--- src/hw/aes_device_params.svh ---
// ==========================================================================
// shared constants for the AES-256 device
// block and seed widths, round count, round-key count and key address width
// ==========================================================================

`ifndef AES_DEVICE_PARAMS_SVH
`define AES_DEVICE_PARAMS_SVH

// one data block, also one round key
`define AES_BLOCK_W     128

// full AES-256 key material
`define AES_SEED_W      256

// rounds per block, plus one whitening key
`define AES_ROUNDS      14
`define AES_NUM_KEYS    15
`define AES_KEY_ADDR_W  4

`endif
--- src/hw/aes_data_pkg.sv ---
// ==========================================================================
// data types of the AES-256 device
// block, seed, round key, key address and byte rotate helpers
// ==========================================================================

`include "aes_device_params.svh"

package aes_data_pkg;

    typedef logic [`AES_BLOCK_W-1:0]    block_t;
    typedef logic [`AES_SEED_W-1:0]     seed_t;
    typedef logic [`AES_BLOCK_W-1:0]    round_key_t;
    typedef logic [`AES_KEY_ADDR_W-1:0] key_addr_t;

    // rotate left by one byte, top byte wraps to the bottom
    function automatic block_t rotl8(input block_t x);
        return {x[`AES_BLOCK_W-9:0], x[`AES_BLOCK_W-1 -: 8]};
    endfunction

    // inverse of rotl8
    function automatic block_t rotr8(input block_t x);
        return {x[7:0], x[`AES_BLOCK_W-1:8]};
    endfunction

endpackage

--- src/hw/aes_ctrl_pkg.sv ---
// ==========================================================================
// control types of the AES-256 device
// command mode codes and controller state
// ==========================================================================

package aes_ctrl_pkg;

    // 2-bit command code
    // code 3 is left free and is refused by the controller
    typedef enum logic [1:0]
    {
        MODE_ENCRYPT = 2'b00,
        MODE_DECRYPT = 2'b01,
        MODE_KEYGEN  = 2'b10
    } mode_e;

    // controller states
    // idle takes commands, the other two wait for a done flag
    typedef enum logic [1:0]
    {
        ST_IDLE   = 2'b00,
        ST_KEYGEN = 2'b01,
        ST_CRYPT  = 2'b10
    } ctrl_state_e;

endpackage

--- src/hw/key_store_if.sv ---
// ==========================================================================
// round-key store bus
// write port from the key expander, read port for the round engine
// ==========================================================================

`timescale 1ns/1ps

interface key_store_if;
    import aes_data_pkg::*;

    // write side, takes effect on the clock edge with wr_en high
    logic       wr_en;
    key_addr_t  wr_addr;
    round_key_t wr_key;

    // read side, combinational
    key_addr_t  rd_addr;
    round_key_t rd_key;

    // expander
    modport writer (output wr_en, wr_addr, wr_key);
    // round engine
    modport reader (output rd_addr, input rd_key);
    // register array, mirror of both
    modport store (input wr_en, wr_addr, wr_key, rd_addr, output rd_key);

endinterface

--- src/hw/aes_device.sv ---
// ==========================================================================
// AES-256 device top level
// controller, key expander, key store and round engine
// ==========================================================================

`timescale 1ns/1ps

module aes_device (
    input  logic                  clk,
    input  logic                  resetn,
    input  logic                  cmd_valid,
    input  aes_ctrl_pkg::mode_e   cmd_mode,
    input  aes_data_pkg::block_t  data_in,
    input  aes_data_pkg::seed_t   seed,
    output logic                  cmd_ready,
    output aes_data_pkg::block_t  data_out,
    output logic                  enc_done,
    output logic                  dec_done,
    output logic                  kg_done,
    output logic                  keys_ready
);

    logic                 exp_start;
    logic                 exp_done;
    logic                 eng_start;
    logic                 eng_decrypt;
    logic                 eng_done;
    aes_data_pkg::block_t eng_block;

    // expander writes, engine reads
    key_store_if ks_bus ();

    aes_device_ctrl i_ctrl (
        .clk         (clk),
        .resetn      (resetn),
        .cmd_valid   (cmd_valid),
        .cmd_mode    (cmd_mode),
        .exp_done    (exp_done),
        .eng_done    (eng_done),
        .eng_block   (eng_block),
        .cmd_ready   (cmd_ready),
        .exp_start   (exp_start),
        .eng_start   (eng_start),
        .eng_decrypt (eng_decrypt),
        .data_out    (data_out),
        .enc_done    (enc_done),
        .dec_done    (dec_done),
        .kg_done     (kg_done),
        .keys_ready  (keys_ready)
    );

    aes_key_expander i_key_expander (
        .clk    (clk),
        .resetn (resetn),
        .start  (exp_start),
        .seed   (seed),
        .done   (exp_done),
        .ks     (ks_bus.writer)
    );

    aes_key_store i_key_store (
        .clk    (clk),
        .resetn (resetn),
        .ks     (ks_bus.store)
    );

    aes_round_engine i_round_engine (
        .clk       (clk),
        .resetn    (resetn),
        .start     (eng_start),
        .decrypt   (eng_decrypt),
        .block_in  (data_in),
        .done      (eng_done),
        .block_out (eng_block),
        .ks        (ks_bus.reader)
    );

endmodule

--- src/hw/aes_device_ctrl.sv ---
// ==========================================================================
// device controller
// command acceptance, mode sequencing, keys-ready flag, result register
// and the per-mode done pulses
// ==========================================================================

`timescale 1ns/1ps

module aes_device_ctrl (
    input  logic                  clk,
    input  logic                  resetn,
    input  logic                  cmd_valid,
    input  aes_ctrl_pkg::mode_e   cmd_mode,
    input  logic                  exp_done,
    input  logic                  eng_done,
    input  aes_data_pkg::block_t  eng_block,
    output logic                  cmd_ready,
    output logic                  exp_start,
    output logic                  eng_start,
    output logic                  eng_decrypt,
    output aes_data_pkg::block_t  data_out,
    output logic                  enc_done,
    output logic                  dec_done,
    output logic                  kg_done,
    output logic                  keys_ready
);
    import aes_ctrl_pkg::*;

    ctrl_state_e state_q;
    ctrl_state_e state_d;
    logic        mode_ok;
    logic        accept;
    logic        dir_q;
    logic        finish_kg;
    logic        finish_crypt;

    // keygen always allowed, crypt only once keys are stored
    always_comb
    begin
        case (cmd_mode)
            MODE_KEYGEN:                mode_ok = 1'b1;
            MODE_ENCRYPT, MODE_DECRYPT: mode_ok = keys_ready;
            default:                    mode_ok = 1'b0;
        endcase
    end

    assign cmd_ready = (state_q == ST_IDLE) && mode_ok;
    assign accept    = cmd_valid && cmd_ready;

    // start pulses sit on the accepting cycle so seed and data are taken there
    assign exp_start   = accept && (cmd_mode == MODE_KEYGEN);
    assign eng_start   = accept && (cmd_mode != MODE_KEYGEN);
    assign eng_decrypt = (cmd_mode == MODE_DECRYPT);

    // sub-block done flags only count in the matching state
    assign finish_kg    = (state_q == ST_KEYGEN) && exp_done;
    assign finish_crypt = (state_q == ST_CRYPT) && eng_done;

    always_comb
    begin
        state_d = state_q;
        case (state_q)
            ST_IDLE:
            begin
                if (exp_start)
                    state_d = ST_KEYGEN;
                else if (eng_start)
                    state_d = ST_CRYPT;
            end
            ST_KEYGEN:
            begin
                if (finish_kg)
                    state_d = ST_IDLE;
            end
            ST_CRYPT:
            begin
                if (finish_crypt)
                    state_d = ST_IDLE;
            end
            default:
                state_d = ST_IDLE;
        endcase
    end

    always_ff @(posedge clk or negedge resetn)
    begin
        if (!resetn)
        begin
            state_q    <= ST_IDLE;
            dir_q      <= 1'b0;
            keys_ready <= 1'b0;
            kg_done    <= 1'b0;
            enc_done   <= 1'b0;
            dec_done   <= 1'b0;
            data_out   <= '0;
        end
        else
        begin
            state_q  <= state_d;
            // one-cycle pulses
            kg_done  <= finish_kg;
            enc_done <= finish_crypt && !dir_q;
            dec_done <= finish_crypt && dir_q;
            // direction of the running command
            if (eng_start)
                dir_q <= eng_decrypt;
            // new keygen invalidates the stored keys
            if (exp_start)
                keys_ready <= 1'b0;
            else if (finish_kg)
                keys_ready <= 1'b1;
            // result held until the next crypt finishes
            if (finish_crypt)
                data_out <= eng_block;
        end
    end

endmodule

--- src/hw/aes_round_engine.sv ---
// ==========================================================================
// iterative round engine, both directions
// encrypt: xor key 0, then rotl8 and xor key r for r = 1..14
// decrypt: xor key r and rotr8 for r = 14..1, then xor key 0
// ==========================================================================

`timescale 1ns/1ps
`include "aes_device_params.svh"

module aes_round_engine (
    input  logic                  clk,
    input  logic                  resetn,
    input  logic                  start,
    input  logic                  decrypt,
    input  aes_data_pkg::block_t  block_in,
    output logic                  done,
    output aes_data_pkg::block_t  block_out,
    key_store_if.reader           ks
);
    import aes_data_pkg::*;

    localparam key_addr_t LAST_ROUND = key_addr_t'(`AES_ROUNDS);

    logic      busy_q;
    logic      decrypt_q;
    key_addr_t addr_q;
    key_addr_t last_addr;
    block_t    state_q;
    block_t    mixed;
    block_t    round_out;

    // round counter is the key address
    assign ks.rd_addr = addr_q;

    // encrypt counts up to 14, decrypt down to 0
    assign last_addr = decrypt_q ? '0 : LAST_ROUND;

    // one step per busy cycle
    // key 0 step has no rotate in either direction
    always_comb
    begin
        mixed = state_q ^ ks.rd_key;
        if (addr_q == '0)
            round_out = mixed;
        else if (decrypt_q)
            round_out = rotr8(mixed);
        else
            round_out = rotl8(state_q) ^ ks.rd_key;
    end

    // final step in progress, result is the step output
    assign done      = busy_q && (addr_q == last_addr);
    assign block_out = round_out;

    always_ff @(posedge clk or negedge resetn)
    begin
        if (!resetn)
        begin
            busy_q    <= 1'b0;
            decrypt_q <= 1'b0;
            addr_q    <= '0;
        end
        else if (start)
        begin
            busy_q    <= 1'b1;
            decrypt_q <= decrypt;
            addr_q    <= decrypt ? LAST_ROUND : '0;
        end
        else if (busy_q)
        begin
            if (done)
                busy_q <= 1'b0;
            else if (decrypt_q)
                addr_q <= addr_q - key_addr_t'(1);
            else
                addr_q <= addr_q + key_addr_t'(1);
        end
    end

    // block state
    always_ff @(posedge clk)
    begin
        if (start)
            state_q <= block_in;
        else if (busy_q)
            state_q <= round_out;
    end

endmodule

--- src/hw/aes_key_store.sv ---
// ==========================================================================
// round-key store
// 15-entry register array, clocked write, combinational read
// ==========================================================================

`timescale 1ns/1ps
`include "aes_device_params.svh"

module aes_key_store (
    input  logic       clk,
    input  logic       resetn,
    key_store_if.store ks
);
    import aes_data_pkg::*;

    localparam int NUM_KEYS = `AES_NUM_KEYS;

    round_key_t keys_q [NUM_KEYS];

    // array reads zero until the first key generation
    always_ff @(posedge clk or negedge resetn)
    begin
        if (!resetn)
        begin
            for (int i = 0; i < NUM_KEYS; i++)
                keys_q[i] <= '0;
        end
        else if (ks.wr_en && (ks.wr_addr < key_addr_t'(NUM_KEYS)))
        begin
            keys_q[ks.wr_addr] <= ks.wr_key;
        end
    end

    // address 15 has no entry, reads as zero
    assign ks.rd_key = (ks.rd_addr < key_addr_t'(NUM_KEYS)) ? keys_q[ks.rd_addr] : '0;

endmodule

--- src/hw/aes_key_expander.sv ---
// ==========================================================================
// round-key generator
// writes one key per cycle into the key store, keys 0 and 1 from the seed,
// the rest from the two previous keys
// ==========================================================================

`timescale 1ns/1ps
`include "aes_device_params.svh"

module aes_key_expander (
    input  logic                 clk,
    input  logic                 resetn,
    input  logic                 start,
    input  aes_data_pkg::seed_t  seed,
    output logic                 done,
    key_store_if.writer          ks
);
    import aes_data_pkg::*;

    localparam key_addr_t LAST_KEY = key_addr_t'(`AES_NUM_KEYS - 1);

    logic       busy_q;
    key_addr_t  cnt_q;
    seed_t      seed_q;
    round_key_t key_m2_q;
    round_key_t key_m1_q;
    round_key_t next_key;

    // key i = key i-2 ^ rotl8(key i-1) ^ i in the low byte
    always_comb
    begin
        if (cnt_q == '0)
            next_key = seed_q[`AES_SEED_W-1 -: `AES_BLOCK_W];
        else if (cnt_q == key_addr_t'(1))
            next_key = seed_q[`AES_BLOCK_W-1:0];
        else
            next_key = key_m2_q ^ rotl8(key_m1_q) ^ round_key_t'(cnt_q);
    end

    // write every busy cycle, count doubles as store address
    assign ks.wr_en   = busy_q;
    assign ks.wr_addr = cnt_q;
    assign ks.wr_key  = next_key;

    // flags the cycle of the last write
    assign done = busy_q && (cnt_q == LAST_KEY);

    always_ff @(posedge clk or negedge resetn)
    begin
        if (!resetn)
        begin
            busy_q <= 1'b0;
            cnt_q  <= '0;
        end
        else if (start)
        begin
            busy_q <= 1'b1;
            cnt_q  <= '0;
        end
        else if (busy_q)
        begin
            if (done)
                busy_q <= 1'b0;
            else
                cnt_q <= cnt_q + key_addr_t'(1);
        end
    end

    // seed and the two most recent keys
    always_ff @(posedge clk)
    begin
        if (start)
            seed_q <= seed;
        if (busy_q)
        begin
            key_m2_q <= key_m1_q;
            key_m1_q <= next_key;
        end
    end

endmodule

--- config.mk ---
export PLATFORM = sky130hd
export DESIGN_NAME = aes_device
export DESIGN_NICKNAME = d
export VERILOG_FILES = /design/src/hw/aes_data_pkg.sv /design/src/hw/aes_ctrl_pkg.sv /design/src/hw/key_store_if.sv /design/src/hw/aes_device.sv /design/src/hw/aes_device_ctrl.sv /design/src/hw/aes_round_engine.sv /design/src/hw/aes_key_store.sv /design/src/hw/aes_key_expander.sv
export VERILOG_INCLUDE_DIRS = /design/src /design/src/hw
export SDC_FILE = /design/constraint.sdc
export NUM_CORES = 2
export LEC_CHECK = 0
export BUFFER_PORTS_ARGS = -buffer_cell sky130_fd_sc_hd__buf_4
export CORE_MARGIN = 2
export CORE_UTILIZATION = 58
export CTS_BUF_LIST = sky130_fd_sc_hd__clkbuf_4
export DETAILED_ROUTE_END_ITERATION = 8
export PLACE_DENSITY = 0.72
export SYNTH_ARGS = -nofsm -noshare
export SYNTH_HDL_FRONTEND = slang
export SYNTH_SLANG_ARGS = --single-unit
--- constraint.sdc ---
create_clock -name clk -period 9.3 [get_ports clk]
set_input_delay 0.93 -clock clk [delete_from_list [all_inputs] [get_ports clk]]
set_output_delay 0.93 -clock clk [all_outputs]
set_load 0.005 [all_outputs]
==> results.json <==
{
  "result_of_the_run": "complete, no violations",
  "cp.arrival_ns": 6.36,
  "synthesis.instances": 12200,
  "synth-seq-cells": 2705,
  "slew_violations": 0,
  "layout-area-overhead-vs-synth_pct": 13.7,
  "yosys_most_used_dff": "sky130_fd_sc_hd__dfrtp_1",
  "worst_r2r_path_depth": 7,
  "place.port_buffers": 521,
  "count_of_final_setup_violators": 0,
  "num_rows": 172,
  "number_of_global_route_vias_before_repair": 101000,
  "grt_antenna_before_repair": 12,
  "htree_num_levels": 6,
  "synth-seq-area-share_pct": 55.3,
  "globalplace.congestion": 0.938,
  "detail-route-antenna-nets": 0,
  "num_io_pins": 522,
  "yosysUniqueCellTypes": 61,
  "synth.yosys.warnings": 0,
  "dpl-instance-area_mm2": 0.133,
  "critPathLaunchType": "flop",
  "reg2reg_setup_slack_ns": 4.24,
  "relative_slew_slack_pct": 7.73,
  "clock_insertion_delay_worst_skew_ns": 1.49,
  "grt_first_pass_wirelength_um": 628000,
  "total_power_density_per_cell_area_mw_per_mm2": 435,
  "nNetsFinal": 13300,
  "design_area_mm2": 0.146,
  "die_w_um": 474,
  "yosys.area.top_type": "sky130_fd_sc_hd__dfrtp_1",
  "cts_buffers": 711,
  "num-fill-cells": 16900,
  "period_share_pct": 54.4,
  "clock_tree.root_cell": "sky130_fd_sc_hd__clkbuf_4",
  "whs_path_depth": 2,
  "timing.critical_path.to_type": "flop",
  "rsz0062_at_grt": "no",
  "synth.cell_area_mm2": 0.128,
  "viasPerCell": 6.19,
  "clock_skew_ns": 0.149,
  "worst_ir_drop_vdd_v": 0.000511,
  "worst_path_largest_cell_delay_ns": 1.13,
  "timing.critical_path.max_delay_family": "simple AND/OR/NAND/NOR gates",
  "fin_crit_ns": 5.06,
  "drtPass1Iterations": 6,
  "route.vias.total": 101000,
  "critical_setup_path_kind": "reg2reg",
  "clkSlewWorstSetupHoldPaths_ns": 0.07,
  "synth.avg_cell_area_um2": 10.5,
  "numClockSinks": 2705,
  "clock_path_buffers": 4,
  "cp_cell_sequence": "buf_4 -> ha_1 -> and3_1 -> nand2_1 -> nor3_4 -> nand2_8 -> o21ai_0",
  "ctsResizeCount": 0,
  "drt_first_iter_violations": 10800,
  "grt_max_degree": 193,
  "route.detailed.drc": 0,
  "start_util_pct": 58.3,
  "max-cap-violations": 0,
  "cts_tree": "built",
  "synthesis.nets": 12600,
  "hp-start": "seed[214]",
  "critical_path.reg2reg.startpoint": "i_round_engine.ks.rd_addr[2]$_DFFE_PN0P_",
  "number_of_enable_type_register_cells_in_the_synthesized_netlist": 640,
  "dp.final_hpwl_um": 249000,
  "finalWirelength_um": 423000,
  "critPathMaxFanout": 117,
  "die_area_mm2": 0.225,
  "globalRouteTotalUtil_pct": 37.3,
  "maxClockFrequency_mhz": 198,
  "synthArstFlopShare_pct": 76.3,
  "globalRouteOverflowTotal": 0,
  "cp.buffers_inverters": 1,
  "worstReg2RegEnd": "i_ctrl.data_out[12]$_DFFE_PN0P_",
  "hold_critical_path_endpoint": "i_key_expander.seed_q[214]$_DFFE_PP_",
  "drt-wirelength-per-cell_um": 25.9,
  "hold_path_class": "in2reg",
  "cts.hold.buffers_added": 390,
  "critical_path.slowest_cell": "sky130_fd_sc_hd__buf_4",
  "tightestPinTransition_ns": 1.38,
  "synth.top_cell.area_share_pct": 40.3,
  "timing.final.hold_violations": 0,
  "dieHeight_um": 474,
  "sum_neg_setup_slack_ns": 0,
  "core_mm2": 0.220,
  "post_route_cells_drive_above_1_share_pct": 19.0,
  "cellLeakagePower_nw": 65.7,
  "top_area_cells_in_the_synthesized_netlist": "sky130_fd_sc_hd__dfrtp_1 40%, sky130_fd_sc_hd__edfxtp_1 15%, sky130_fd_sc_hd__mux2i_1 7.6%, sky130_fd_sc_hd__o21ai_0 7.5%, sky130_fd_sc_hd__nand2_1 5.7%",
  "postCtsSetupRepairBufs": 0,
  "critPathRequiredTime_ns": 10.60
}
-- where the power goes --
group	switching, mW	total [mW]	internal (mW)
sequential	4.35	22.5	18.1
combinational	19.7	30.3	10.6
clock	4.99	10.5	5.55
total	29.0	63.3	34.3
-- worst register-to-register path, delay by kind of cell (launching register included) --
family	cells	cell delay (ns)
adder cells (fa/ha/maj)	1	0.39
buffers and inverters	1	1.15
AND/OR/NAND/NOR	4	1.54
flip-flops	1	0.97
AO/OA/AOI/OAI	1	0.81
-- area by class of cell --
cell class / count / area [µm²] / area share (%)
multi-input cells: 8233 / 52000 / 35.7
flip-flops and latches: 2705 / 70900 / 48.7
clock inverters: 120 / 703 / 0.482
diodes: 12 / 30.0 / 0.0206
clock buffers: 1108 / 8320 / 5.71
inverters: 135 / 517 / 0.355
well taps: 2958 / 3700 / 2.54
repair buffers: 1087 / 9580 / 6.57
-- layer usage --
layer,GRT usage (%),wire length (µm),vias up
met5,0,48,-
met4,22.6,27600,8
met3,7.95,40800,1268
met2,57.5,191000,5527
met1,48.7,163000,49900
li1,-,-,44500
-- metrics by stage --
step / std cells / total power, mW / util [%] / setup slack, ns / hold WS, ns
global route: 16400 / 66.9 / 66.3 / 4.41 / 0.0645
global placement: 14700 / 50.7 / 60.4 / 4.85 / 0.455
floorplan: 12200 / 41.8 / - / 0.284 / 0.442
CTS: 16300 / 62.7 / 66.3 / 4.64 / 0.0341
finish: 16400 / 63.3 / 66.3 / 4.24 / 0.163
detailed placement: 14700 / 52.0 / 60.4 / 4.67 / 0.464
-- logic make-up after synthesis --
| family | count (synthesis) | share of synthesized area (%) |
|---|---|---|
| muxes | 1365 | 11.2 |
| and+or+nand+nor | 3366 | 11.2 |
| xor gates and xnor gates | 270 | 1.85 |
| DFF | 2705 | 55.3 |
| buffers and inverters | 1280 | 4.34 |
| AOI/OAI and AO/OA | 3224 | 16.0 |
| adders and majority gates | 8 | 0.0840 |
-- sequential cells by signal (all words and copies together) (netlist names) --
register                   count
i_key_expander.key_m1_q      128
i_key_store.keys_q          1920
i_round_engine.ks.rd_addr      4
i_ctrl.dec_done                1
i_key_expander.seed_q        256
i_key_expander.ks.wr_addr      4
i_ctrl.keys_ready              1
i_ctrl.enc_done                1
i_round_engine.busy_q          1
i_ctrl.kg_done                 1
i_ctrl.data_out              128
i_key_expander.ks.wr_en        1
i_round_engine.state_q       128
i_key_expander.key_m2_q      128
i_ctrl.state_q                 2
i_round_engine.decrypt_q       1
-- cells in the final DEF, fill, tap and decap left out, drive strengths merged, types with 3 or more instances in the layout --
cell type / n
o21ai: 2180
dfrtp: 2065
nand2: 1956
clkbuf: 1108
mux2i: 975
nor2: 755
buf: 697
edfxtp: 640
dlygate4sd3: 390
mux2: 374
a221oi: 373
and2: 357
a21oi: 254
a22oi: 252
inv: 148
xnor2: 137
xor2: 133
and3: 131
o22ai: 120
nand4: 104
clkinv: 90
nand3: 32
mux4: 16
o2111ai: 14
diode: 12
o211ai: 11
clkinvlp: 11
nor2b: 11
a211oi: 8
ha: 7
bufinv: 6
nand2b: 6
o31ai: 4
or2: 3
-- cell usage after synthesis (3+ instances only) --
library cell / count
sky130_fd_sc_hd__dfrtp_1: 2065
sky130_fd_sc_hd__nand2_1: 1954
sky130_fd_sc_hd__o21ai_0: 1919
sky130_fd_sc_hd__mux2i_1: 975
sky130_fd_sc_hd__clkbuf_1: 761
sky130_fd_sc_hd__nor2_1: 750
sky130_fd_sc_hd__edfxtp_1: 640
sky130_fd_sc_hd__mux2_2: 370
sky130_fd_sc_hd__and2_1: 357
sky130_fd_sc_hd__o21ai_1: 261
sky130_fd_sc_hd__a21oi_1: 254
sky130_fd_sc_hd__a22oi_1: 252
sky130_fd_sc_hd__buf_2: 250
sky130_fd_sc_hd__a221oi_2: 196
sky130_fd_sc_hd__xnor2_1: 137
sky130_fd_sc_hd__inv_1: 134
sky130_fd_sc_hd__xor2_1: 133
sky130_fd_sc_hd__and3_1: 131
sky130_fd_sc_hd__a221oi_1: 128
sky130_fd_sc_hd__o22ai_1: 120
sky130_fd_sc_hd__nand4_1: 104
sky130_fd_sc_hd__buf_1: 63
sky130_fd_sc_hd__a221oi_4: 49
sky130_fd_sc_hd__buf_4: 33
sky130_fd_sc_hd__nand3_1: 32
sky130_fd_sc_hd__buf_6: 27
sky130_fd_sc_hd__mux4_2: 16
sky130_fd_sc_hd__o2111ai_1: 14
sky130_fd_sc_hd__nor2b_1: 11
sky130_fd_sc_hd__o211ai_1: 11
sky130_fd_sc_hd__ha_1: 7
sky130_fd_sc_hd__nand2b_1: 6
sky130_fd_sc_hd__a211oi_1: 5
sky130_fd_sc_hd__buf_12: 4
sky130_fd_sc_hd__buf_8: 4
sky130_fd_sc_hd__mux2_4: 4
sky130_fd_sc_hd__o31ai_1: 4
sky130_fd_sc_hd__a211oi_2: 3
sky130_fd_sc_hd__nor2_2: 3
-- how the worst max path moves through the flow --
stage | start | to | cells after the start
global route | i_round_engine.ks.rd_addr[2]$_DFFE_PN0P_ | i_ctrl.data_out[12]$_DFFE_PN0P_ | 7
CTS | i_round_engine.ks.rd_addr[2]$_DFFE_PN0P_ | i_ctrl.data_out[12]$_DFFE_PN0P_ | 7
detailed placement | i_round_engine.ks.rd_addr[2]$_DFFE_PN0P_ | i_ctrl.data_out[12]$_DFFE_PN0P_ | 7
global placement | i_round_engine.ks.rd_addr[2]$_DFFE_PN0P_ | i_ctrl.data_out[13]$_DFFE_PN0P_ | 7
floorplan | cmd_mode[1] | i_key_expander.seed_q[0]$_DFFE_PP_ | 3
finish | i_round_engine.ks.rd_addr[2]$_DFFE_PN0P_ | i_ctrl.data_out[12]$_DFFE_PN0P_ | 7
(Power assumes the default switching activity.)
